**src/include/axi_master_defines.svh**
```systemverilog
// Widths, burst depth and response codes shared by the VLSU AXI4 burst master
// and its testbench

`ifndef AXI_MASTER_DEFINES_SVH
`define AXI_MASTER_DEFINES_SVH

// Full bus word, every beat uses all lanes
`define AXI_DATA_W 32

// Byte address width
`define AXI_ADDR_W 32

// Transaction ID width, IDs wrap after 16 requests
`define AXI_ID_W 4

// Deepest burst the request buffers can hold
`define BURST_MAX 8

// Response codes on R and B
`define RESP_OKAY   2'b00
`define RESP_SLVERR 2'b10

`endif

```
**src/hdl/axi_chan_pkg.sv**
```systemverilog
// Types for the AXI4 bus side of the burst master
// Covers IDs, addresses, lengths, beats, strobes and responses

`default_nettype none

`include "axi_master_defines.svh"

package axi_chan_pkg;

    // Transaction ID carried on AR, AW, R and B
    typedef logic [`AXI_ID_W-1:0] axi_id_t;

    // Byte address of the first beat
    typedef logic [`AXI_ADDR_W-1:0] axi_addr_t;

    // Burst length as beats minus one
    typedef logic [7:0] axi_len_t;

    // One full data word
    typedef logic [`AXI_DATA_W-1:0] axi_beat_t;

    // One strobe bit per byte lane
    typedef logic [`AXI_DATA_W/8-1:0] axi_strb_t;

    // OKAY, EXOKAY, SLVERR or DECERR
    typedef logic [1:0] axi_resp_t;

endpackage

`default_nettype wire

```
**src/hdl/vlsu_req_pkg.sv**
```systemverilog
// Types for the VLSU request side of the burst master

`default_nettype none

`include "axi_master_defines.svh"

package vlsu_req_pkg;

    // Kind of the request in flight
    typedef enum logic [1:0] {
        NONE  = 2'd0,
        LOAD  = 2'd1,
        STORE = 2'd2
    } req_kind_t;

    // Whole burst of words, beat 0 in the low bits
    typedef logic [`BURST_MAX*`AXI_DATA_W-1:0] burst_data_t;

    // Strobe groups matching burst_data_t
    typedef logic [`BURST_MAX*`AXI_DATA_W/8-1:0] burst_strb_t;

endpackage

`default_nettype wire

```
**src/hdl/axi_req_tracker.sv**
```systemverilog
// Request tracker for the VLSU AXI4 master
// Captures one load or store, assigns its ID and drives AR or AW, reissuing on retry

`timescale 1ns/1ps
`default_nettype none

module axi_req_tracker (
    input  wire                       clk,
    input  wire                       reset,
    input  wire                       ld_req,
    input  wire                       st_req,
    input  wire axi_chan_pkg::axi_addr_t   base_addr,
    input  wire axi_chan_pkg::axi_len_t    burst_len,
    input  wire vlsu_req_pkg::burst_data_t wdata_buf,
    input  wire vlsu_req_pkg::burst_strb_t wstrb_buf,
    input  wire                       arready,
    input  wire                       awready,
    input  wire                       retry,
    input  wire                       done,
    output logic                      arvalid,
    output logic                      awvalid,
    output axi_chan_pkg::axi_id_t     arid,
    output axi_chan_pkg::axi_id_t     awid,
    output axi_chan_pkg::axi_addr_t   araddr,
    output axi_chan_pkg::axi_addr_t   awaddr,
    output axi_chan_pkg::axi_len_t    arlen,
    output axi_chan_pkg::axi_len_t    awlen,
    output vlsu_req_pkg::req_kind_t   kind,
    output axi_chan_pkg::axi_id_t     cur_id,
    output axi_chan_pkg::axi_len_t    cur_len,
    output vlsu_req_pkg::burst_data_t cur_data,
    output vlsu_req_pkg::burst_strb_t cur_strb,
    output logic                      aw_sent,
    output logic                      addr_sent,
    output logic                      busy
);

    import axi_chan_pkg::*;
    import vlsu_req_pkg::*;

    axi_addr_t cur_addr;
    axi_id_t   next_id;
    logic      active;
    logic      accept;

    // Busy drops in the same cycle as the completion pulse
    assign busy   = active && !done;
    assign accept = (ld_req || st_req) && !busy;

    // ==========================================================================
    // Control state
    // ==========================================================================

    always_ff @(posedge clk or negedge reset) begin
        if (!reset) begin
            active  <= 1'b0;
            kind    <= NONE;
            next_id <= '0;
            arvalid <= 1'b0;
            awvalid <= 1'b0;
        end else begin
            // Address accepted by the slave
            if (arvalid && arready)
                arvalid <= 1'b0;
            if (awvalid && awready)
                awvalid <= 1'b0;

            // Failed burst, raise the same channel again from the latched copy
            if (retry) begin
                arvalid <= (kind == LOAD);
                awvalid <= (kind == STORE);
            end

            if (done) begin
                active <= 1'b0;
                kind   <= NONE;
            end

            // New request, load wins if both pulse together
            if (accept) begin
                active  <= 1'b1;
                kind    <= ld_req ? LOAD : STORE;
                next_id <= next_id + 1'b1;
                arvalid <= ld_req;
                awvalid <= !ld_req;
            end
        end
    end

    // Latched copy of the request, reused unchanged on every retry
    always_ff @(posedge clk) begin
        if (accept) begin
            cur_id   <= next_id;
            cur_len  <= burst_len;
            cur_addr <= base_addr;
            cur_data <= wdata_buf;
            cur_strb <= wstrb_buf;
        end
    end

    // Both address channels carry the same latched payload
    assign arid   = cur_id;
    assign awid   = cur_id;
    assign araddr = cur_addr;
    assign awaddr = cur_addr;
    assign arlen  = cur_len;
    assign awlen  = cur_len;

    // Handshake pulses towards the beat counter and the response checker
    assign aw_sent   = awvalid && awready;
    assign addr_sent = (arvalid && arready) || aw_sent;

    // A stalled address keeps valid and payload until accepted
    a_ar_hold: assert property (@(posedge clk) disable iff (!reset)
        arvalid && !arready |=> arvalid && $stable(araddr) && $stable(arid));
    a_aw_hold: assert property (@(posedge clk) disable iff (!reset)
        awvalid && !awready |=> awvalid && $stable(awaddr) && $stable(awid));

endmodule

`default_nettype wire

```
**src/hdl/axi_write_beats.sv**
```systemverilog
// Write beat sequencer for the VLSU AXI4 master
// Walks the store buffer onto the W channel once AW has been accepted

`timescale 1ns/1ps
`default_nettype none

`include "axi_master_defines.svh"

module axi_write_beats (
    input  wire                        clk,
    input  wire                        reset,
    input  wire vlsu_req_pkg::req_kind_t   kind,
    input  wire axi_chan_pkg::axi_len_t    cur_len,
    input  wire vlsu_req_pkg::burst_data_t cur_data,
    input  wire vlsu_req_pkg::burst_strb_t cur_strb,
    input  wire                        aw_sent,
    input  wire                        wready,
    output logic                       wvalid,
    output axi_chan_pkg::axi_beat_t    wdata,
    output axi_chan_pkg::axi_strb_t    wstrb,
    output logic                       wlast,
    output logic                       wlast_sent
);

    import axi_chan_pkg::*;
    import vlsu_req_pkg::*;

    // Beat currently on the bus
    axi_len_t idx;
    logic     w_hs;

    assign w_hs = wvalid && wready;

    always_ff @(posedge clk or negedge reset) begin
        if (!reset) begin
            wvalid <= 1'b0;
            idx    <= '0;
        end else if (aw_sent && kind == STORE) begin
            // Start from beat 0 on every issue, retries included
            wvalid <= 1'b1;
            idx    <= '0;
        end else if (w_hs) begin
            if (wlast)
                wvalid <= 1'b0;
            else
                idx <= idx + 1'b1;
        end
    end

    // Word and strobe group selected by the beat index
    assign wdata = cur_data[idx*`AXI_DATA_W +: `AXI_DATA_W];
    assign wstrb = cur_strb[idx*(`AXI_DATA_W/8) +: `AXI_DATA_W/8];

    assign wlast      = wvalid && (idx == cur_len);
    assign wlast_sent = w_hs && wlast;

    // Stalled beat keeps its word, strobes and last flag
    a_w_hold: assert property (@(posedge clk) disable iff (!reset)
        wvalid && !wready |=> wvalid && $stable(wdata) && $stable(wstrb) && $stable(wlast));

    // Beat index never walks past the last beat of a store in flight
    a_idx_range: assert property (@(posedge clk) disable iff (!reset)
        wvalid |-> (idx <= cur_len) && (kind == STORE));

endmodule

`default_nettype wire

```
**src/hdl/axi_resp_check.sv**
```systemverilog
// Response checker for the VLSU AXI4 master
// Collects R beats, checks R and B for OKAY and ID, then signals retry or completion

`timescale 1ns/1ps
`default_nettype none

`include "axi_master_defines.svh"

module axi_resp_check (
    input  wire                         clk,
    input  wire                         reset,
    input  wire vlsu_req_pkg::req_kind_t    kind,
    input  wire axi_chan_pkg::axi_id_t      cur_id,
    input  wire                         addr_sent,
    input  wire                         wlast_sent,
    input  wire                         rvalid,
    input  wire axi_chan_pkg::axi_id_t      rid,
    input  wire axi_chan_pkg::axi_beat_t    rdata,
    input  wire axi_chan_pkg::axi_resp_t    rresp,
    input  wire                         rlast,
    input  wire                         bvalid,
    input  wire axi_chan_pkg::axi_id_t      bid,
    input  wire axi_chan_pkg::axi_resp_t    bresp,
    output logic                        rready,
    output logic                        bready,
    output vlsu_req_pkg::burst_data_t   rdata_buf,
    output logic                        load_done,
    output logic                        store_done,
    output logic                        retry,
    output logic                        done
);

    import axi_chan_pkg::*;
    import vlsu_req_pkg::*;

    axi_len_t rd_idx;
    // Sticky over the burst, cleared when AR goes out again
    logic     rd_err;
    logic     r_hs;
    logic     b_hs;
    logic     r_bad;
    logic     b_bad;
    logic     r_end;
    logic     load_ok;
    logic     store_ok;

    assign r_hs = rvalid && rready;
    assign b_hs = bvalid && bready;

    // A beat fails on a non-OKAY code or a foreign ID
    assign r_bad = (rresp != `RESP_OKAY) || (rid != cur_id);
    assign b_bad = (bresp != `RESP_OKAY) || (bid != cur_id);

    assign r_end    = r_hs && rlast;
    assign load_ok  = r_end && !rd_err && !r_bad;
    assign store_ok = b_hs && !b_bad;

    // Retry on the final handshake so the address goes out on the next cycle
    assign retry = (r_end && (rd_err || r_bad)) || (b_hs && b_bad);

    // ==========================================================================
    // Ready generation and completion pulses
    // ==========================================================================

    always_ff @(posedge clk or negedge reset) begin
        if (!reset) begin
            rready     <= 1'b0;
            bready     <= 1'b0;
            rd_idx     <= '0;
            rd_err     <= 1'b0;
            load_done  <= 1'b0;
            store_done <= 1'b0;
            done       <= 1'b0;
        end else begin
            load_done  <= load_ok;
            store_done <= store_ok;
            done       <= load_ok || store_ok;

            // Read burst
            if (addr_sent && kind == LOAD) begin
                rready <= 1'b1;
                rd_idx <= '0;
                rd_err <= 1'b0;
            end else if (r_hs) begin
                rd_idx <= rd_idx + 1'b1;
                if (r_bad)
                    rd_err <= 1'b1;
                if (rlast)
                    rready <= 1'b0;
            end

            // Write response follows the last W beat
            if (wlast_sent)
                bready <= 1'b1;
            else if (b_hs)
                bready <= 1'b0;
        end
    end

    // Good beats land at the running index
    always_ff @(posedge clk) begin
        if (r_hs && !r_bad)
            rdata_buf[rd_idx*`AXI_DATA_W +: `AXI_DATA_W] <= rdata;
    end

    a_one_done: assert property (@(posedge clk) disable iff (!reset)
        !(load_done && store_done));

endmodule

`default_nettype wire

```
**src/hdl/vlsu_axi_master.sv**
```systemverilog
// VLSU to AXI4 burst master top level
// Chains request tracker, write beat sequencer and response checker

`timescale 1ns/1ps
`default_nettype none

module vlsu_axi_master (
    input  wire                         clk,
    input  wire                         reset,
    // VLSU side
    input  wire                         ld_req,
    input  wire                         st_req,
    input  wire axi_chan_pkg::axi_addr_t    base_addr,
    input  wire axi_chan_pkg::axi_len_t     burst_len,
    input  wire vlsu_req_pkg::burst_data_t  wdata_buf,
    input  wire vlsu_req_pkg::burst_strb_t  wstrb_buf,
    output logic                        busy,
    output vlsu_req_pkg::burst_data_t   rdata_buf,
    output logic                        load_done,
    output logic                        store_done,
    // Read address
    output logic                        arvalid,
    input  wire                         arready,
    output axi_chan_pkg::axi_id_t       arid,
    output axi_chan_pkg::axi_addr_t     araddr,
    output axi_chan_pkg::axi_len_t      arlen,
    // Read data
    input  wire                         rvalid,
    output logic                        rready,
    input  wire axi_chan_pkg::axi_id_t      rid,
    input  wire axi_chan_pkg::axi_beat_t    rdata,
    input  wire axi_chan_pkg::axi_resp_t    rresp,
    input  wire                         rlast,
    // Write address
    output logic                        awvalid,
    input  wire                         awready,
    output axi_chan_pkg::axi_id_t       awid,
    output axi_chan_pkg::axi_addr_t     awaddr,
    output axi_chan_pkg::axi_len_t      awlen,
    // Write data
    output logic                        wvalid,
    input  wire                         wready,
    output axi_chan_pkg::axi_beat_t     wdata,
    output axi_chan_pkg::axi_strb_t     wstrb,
    output logic                        wlast,
    // Write response
    input  wire                         bvalid,
    output logic                        bready,
    input  wire axi_chan_pkg::axi_id_t      bid,
    input  wire axi_chan_pkg::axi_resp_t    bresp
);

    import axi_chan_pkg::*;
    import vlsu_req_pkg::*;

    // Latched request shared by all three stages
    req_kind_t   kind;
    axi_id_t     cur_id;
    axi_len_t    cur_len;
    burst_data_t cur_data;
    burst_strb_t cur_strb;

    // Stage to stage pulses
    logic aw_sent;
    logic addr_sent;
    logic wlast_sent;
    logic retry;
    logic done;

    axi_req_tracker u_req_tracker (
        .clk       (clk),
        .reset     (reset),
        .ld_req    (ld_req),
        .st_req    (st_req),
        .base_addr (base_addr),
        .burst_len (burst_len),
        .wdata_buf (wdata_buf),
        .wstrb_buf (wstrb_buf),
        .arready   (arready),
        .awready   (awready),
        .retry     (retry),
        .done      (done),
        .arvalid   (arvalid),
        .awvalid   (awvalid),
        .arid      (arid),
        .awid      (awid),
        .araddr    (araddr),
        .awaddr    (awaddr),
        .arlen     (arlen),
        .awlen     (awlen),
        .kind      (kind),
        .cur_id    (cur_id),
        .cur_len   (cur_len),
        .cur_data  (cur_data),
        .cur_strb  (cur_strb),
        .aw_sent   (aw_sent),
        .addr_sent (addr_sent),
        .busy      (busy)
    );

    axi_write_beats u_write_beats (
        .clk        (clk),
        .reset      (reset),
        .kind       (kind),
        .cur_len    (cur_len),
        .cur_data   (cur_data),
        .cur_strb   (cur_strb),
        .aw_sent    (aw_sent),
        .wready     (wready),
        .wvalid     (wvalid),
        .wdata      (wdata),
        .wstrb      (wstrb),
        .wlast      (wlast),
        .wlast_sent (wlast_sent)
    );

    axi_resp_check u_resp_check (
        .clk        (clk),
        .reset      (reset),
        .kind       (kind),
        .cur_id     (cur_id),
        .addr_sent  (addr_sent),
        .wlast_sent (wlast_sent),
        .rvalid     (rvalid),
        .rid        (rid),
        .rdata      (rdata),
        .rresp      (rresp),
        .rlast      (rlast),
        .bvalid     (bvalid),
        .bid        (bid),
        .bresp      (bresp),
        .rready     (rready),
        .bready     (bready),
        .rdata_buf  (rdata_buf),
        .load_done  (load_done),
        .store_done (store_done),
        .retry      (retry),
        .done       (done)
    );

endmodule

`default_nettype wire

```
**config.mk**
```make
export PLATFORM = sky130hd
export DESIGN_NAME = vlsu_axi_master
export DESIGN_NICKNAME = d
export VERILOG_FILES = /design/src/hdl/axi_chan_pkg.sv /design/src/hdl/vlsu_req_pkg.sv /design/src/hdl/axi_req_tracker.sv /design/src/hdl/axi_write_beats.sv /design/src/hdl/axi_resp_check.sv /design/src/hdl/vlsu_axi_master.sv
export VERILOG_INCLUDE_DIRS = /design/src /design/src/include
export SDC_FILE = /design/constraint.sdc
export NUM_CORES = 1
export LEC_CHECK = 0
export ABC_AREA = 0
export BUFFER_PORTS_ARGS = -buffer_cell sky130_fd_sc_hd__buf_2
export CORE_AREA = 2 2 303 305
export DETAILED_ROUTE_END_ITERATION = 10
export DIE_AREA = 0 0 305 307
export SYNTH_ARGS = -nofsm -noshare
export SYNTH_HDL_FRONTEND = slang
export SYNTH_SLANG_ARGS = --single-unit
export TNS_END_PERCENT = 1
```
**constraint.sdc**
```tcl
create_clock -name clk -period 19.6 [get_ports clk]
set_input_delay 1.96 -clock clk [delete_from_list [all_inputs] [get_ports clk]]
set_output_delay 1.96 -clock clk [all_outputs]
set_load 0.03 [all_outputs]
```
==> results.md <==
* HPWL Detailed at 53,000 um
* CTS root buf: clkbuf_16
* Vias in the first global route at 15,000
* Setup Fix Bufs, Post-CTS at 0
* Worst R2R Start: u_resp_check.done$_DFF_PN0_
* Internal at 2.59 mW
* Share of the yosys chip area belonging to registers at 77.2%
* Crit. End Element: primary output
* GPL Wtd Cong at 0.851
* Area contributors post-synth: edfxtp_1 74%, mux4_2 6.8%, and2_1 3.4%
* Reg clk slew, reported paths at 60 ps
* Worst reg2reg path endpoint: u_req_tracker.cur_strb[22]$_DFFE_PP_
* Syn Nets at 1,779
* Synth top area share at 73.9%
* Number of remaining DRC errors at 0
* Critical path class: reg -> out
* Post-Syn Instances at 1,392
* Final Critical Period at 5670 ps
* Post-synth cell types at 58
* Ys Warns at 0
* Avg Cell Area, Syn at 17.2 um2
* Die extent in x at 305 um
* Final Skew at 15.9 ps
* Least-Margin Pin Slew at 1270 ps
* Die Span Y at 307 um
* Max IR drop VDD at 0.0972 mV
* Max FO, Critical Path at 43
* Row cnt at 111
* P&R area growth vs syn at 30.4%
* Vias at 14,800
* Post-route ant nets at 0
* Sw frac at 31.0%
* Leak at 11.9 nW
* Drt pass-1 iters at 5
* Worst Hold Launch: u_req_tracker.next_id[3]$_DFFE_PN0P_
* # port buffers at 770
* Max Slew Vio Count at 0
* Sequential Power Share at 41.5%
* Gr usage total at 15.0%
* Post-Route WL at 72,700 um
* Starting DRT DRC Count at 943
* WL per Instance at 21.4 um
* Reg2reg path depth at 7
* Area leader, netlist: edfxtp_1
* DIE AREA at 93,600 um2
* # hold bufs at CTS at 0
* Max incr delay on CP at 980 ps
* Commonest non-fill, non-tap cells in the layout: 770 x buf_2, 588 x edfxtp_1, 153 x nor2_1
* Max_cap viols at 0
* RSZ-0062 raised after global routing: false
* WHS Endpoint: u_req_tracker.next_id[3]$_DFFE_PN0P_
* CTS tree: built
* Flop2flop setup slack at 15,570 ps
* Critical path cell sequence: buf_4 -> xor2_1 -> nor4_4 -> nand2_1 -> nor2_1 -> buf_2
* Share of cells above drive strength 1 at 45.2%
* CP max-delay cell: dfrtp_4
* Critical Path Start: u_write_beats.idx[0]$_DFFE_PN0P_
* Post_cts resized at 0
* Clk Latency, worst-skew pair at 630 ps
* Clock group share of total power at 35.6%
* Commonest non-fill, non-tap cell in the layout: buf_2
* Largest net degree at the start of global routing at 186
* TNS Setup at 0 ps
* Max Clock Freq at 176 MHz
* Placeable Area at 90,700 um2
* Status: finished clean
* Worst slew margin at 15.3%
* Fillers at 8,794
* Setup-failing EPs final at 0
* Hold Crit Class: reg -> reg
* Total power draw at 3.75 mW
* Post-DR vias/cell at 4.35
* Worst endpoint data arrival time at 3710 ps
* Antenna violations before repair at 22
* Final Hold Fails at 0
* Period utilisation layout at 28.9%
* Ys async rst share at 5.16%
* Power Density at 120 nW/um2
* Initial Util at 26.3%
* Power share of the combinational group at 22.9%
* Ports at 771
* Post-Syn Area at 23,900 um2
* Worst Path Required at 17,640 ps
* CTS max path bufs at 3
* H-tree levels at 3
* Synth Flop Type: edfxtp_1
* Post-synth EDFFs at 588
* Kind of start point of the critical path: flop
* CTS Buf Count at 70
* First-pass GRT wire length at 102,000 um
* Layout Nets at 2,530
* Hold Path Cell Cnt at 1
* Yosys reg bits at 620
* Switching pwr at 1.16 mW
* Sinks on Clock Net at 620
* Gr ovfl total at 0
[power groups by stage]
| stage | logic (mW) | clock network (mW) | registers (mW) |
|---|---|---|---|
| after floorplan | 0.635 | 0 | 1.53 |
| after global placement | 0.876 | 0 | 1.58 |
| after detailed placement | 0.884 | 0 | 1.58 |
| after CTS | 0.887 | 1.37 | 1.56 |
| after global routing | 0.938 | 1.41 | 1.56 |
| final | 0.859 | 1.34 | 1.55 |
[cell usage after synthesis (5+ instances only)]
cell type	n
edfxtp_1	588
nor2_1	160
and2_1	130
nand2_1	127
mux4_2	72
buf_4	50
a21oi_1	41
dfrtp_1	32
buf_2	29
clkbuf_1	18
inv_1	15
xor2_1	14
xnor2_1	13
nand2b_1	8
nor3_1	7
nand3_1	6
ha_1	5
nand4_1	5
nor3b_1	5
[cell type report]
cell class / count / area, um2 / area share, %
Clock buffer: 84 / 1820 / 5.86
Antenna cell: 7 / 17.5 / 0.0562
Clock inverter: 45 / 522 / 1.67
Tap cell: 1186 / 1480 / 4.76
Multi-Input combinational cell: 650 / 4800 / 15.4
Timing Repair Buffer: 786 / 3990 / 12.8
Sequential cell: 620 / 18500 / 59.3
Inverter: 15 / 56.3 / 0.181
[layer usage]
layer  share of wire, %  routed length (um)  vias up  track usage (%)
met2                 52               38100      750             27.3
li1                   -                   -     6631                -
met3                8.4                6100      132             4.46
met5               0.16                 113        -                0
met1                 36               26500     7235             16.7
met4                2.7                1940       18             5.25
[worst max-delay path: cells and delay by family, from the launching register on]
kind	cells	cell delay, ps
flip-flops	1	980
buffers and inverters	2	970
XOR/XNOR	1	210
AND/OR/NAND/NOR	3	810
[worst max path at each step]
stage,slack (ps),endpoint
after global placement,14200,u_req_tracker.cur_strb[22]$_DFFE_PP_
final,13930,wlast
after CTS,13730,wlast
after floorplan,1590,u_req_tracker.next_id[1]$_DFFE_PN0P_
after detailed placement,14120,u_req_tracker.cur_strb[18]$_DFFE_PP_
after global routing,13510,wlast
[stage by stage]
| stage | cells | utilization [%] | area, um2 | setup WS, ps | hold WS, ps |
|---|---|---|---|---|---|
| finish | 3393 | 34.4 | 31200 | 13930 | 474 |
| global route | 3390 | 34.3 | 31100 | 13510 | 487 |
| CTS | 3386 | 34.3 | 31100 | 13730 | 473 |
| detailed placement | 3257 | 31.7 | 28800 | 14120 | 466 |
| global placement | 3257 | 31.7 | 28800 | 14200 | 468 |
| floorplan | 1392 | - | 23900 | 1590 | 441 |
[cells by family (layout without fill, tap and decap cells)]
kind of cell | Yosys count | in the layout | synth area share [%]
mux | 75 | 75 | 6.92
xor+xnor | 27 | 27 | 0.990
flops | 620 | 620 | 77.2
buf+inv | 122 | 930 | 2.96
compound gates | 72 | 72 | 2.06
simple gates | 471 | 471 | 9.56
fa+ha+maj | 5 | 5 | 0.262
other cells | 0 | 7 | 0
[flip-flops by register name (all words and copies together) (netlist names)]
signal	count
u_req_tracker.arlen	8
u_resp_check.bready	1
u_resp_check.rd_err	1
u_req_tracker.awvalid	1
u_write_beats.idx	8
u_resp_check.store_done	1
u_resp_check.rd_idx	8
u_resp_check.rready	1
u_req_tracker.arid	4
u_resp_check.done	1
u_resp_check.load_done	1
u_req_tracker.kind	2
u_req_tracker.active	1
u_resp_check.rdata_buf	256
u_req_tracker.araddr	32
u_req_tracker.next_id	4
u_req_tracker.cur_data	256
u_req_tracker.arvalid	1
u_req_tracker.cur_strb	32
u_write_beats.wvalid	1
Note: power is estimated with default switching activity, not from simulation.
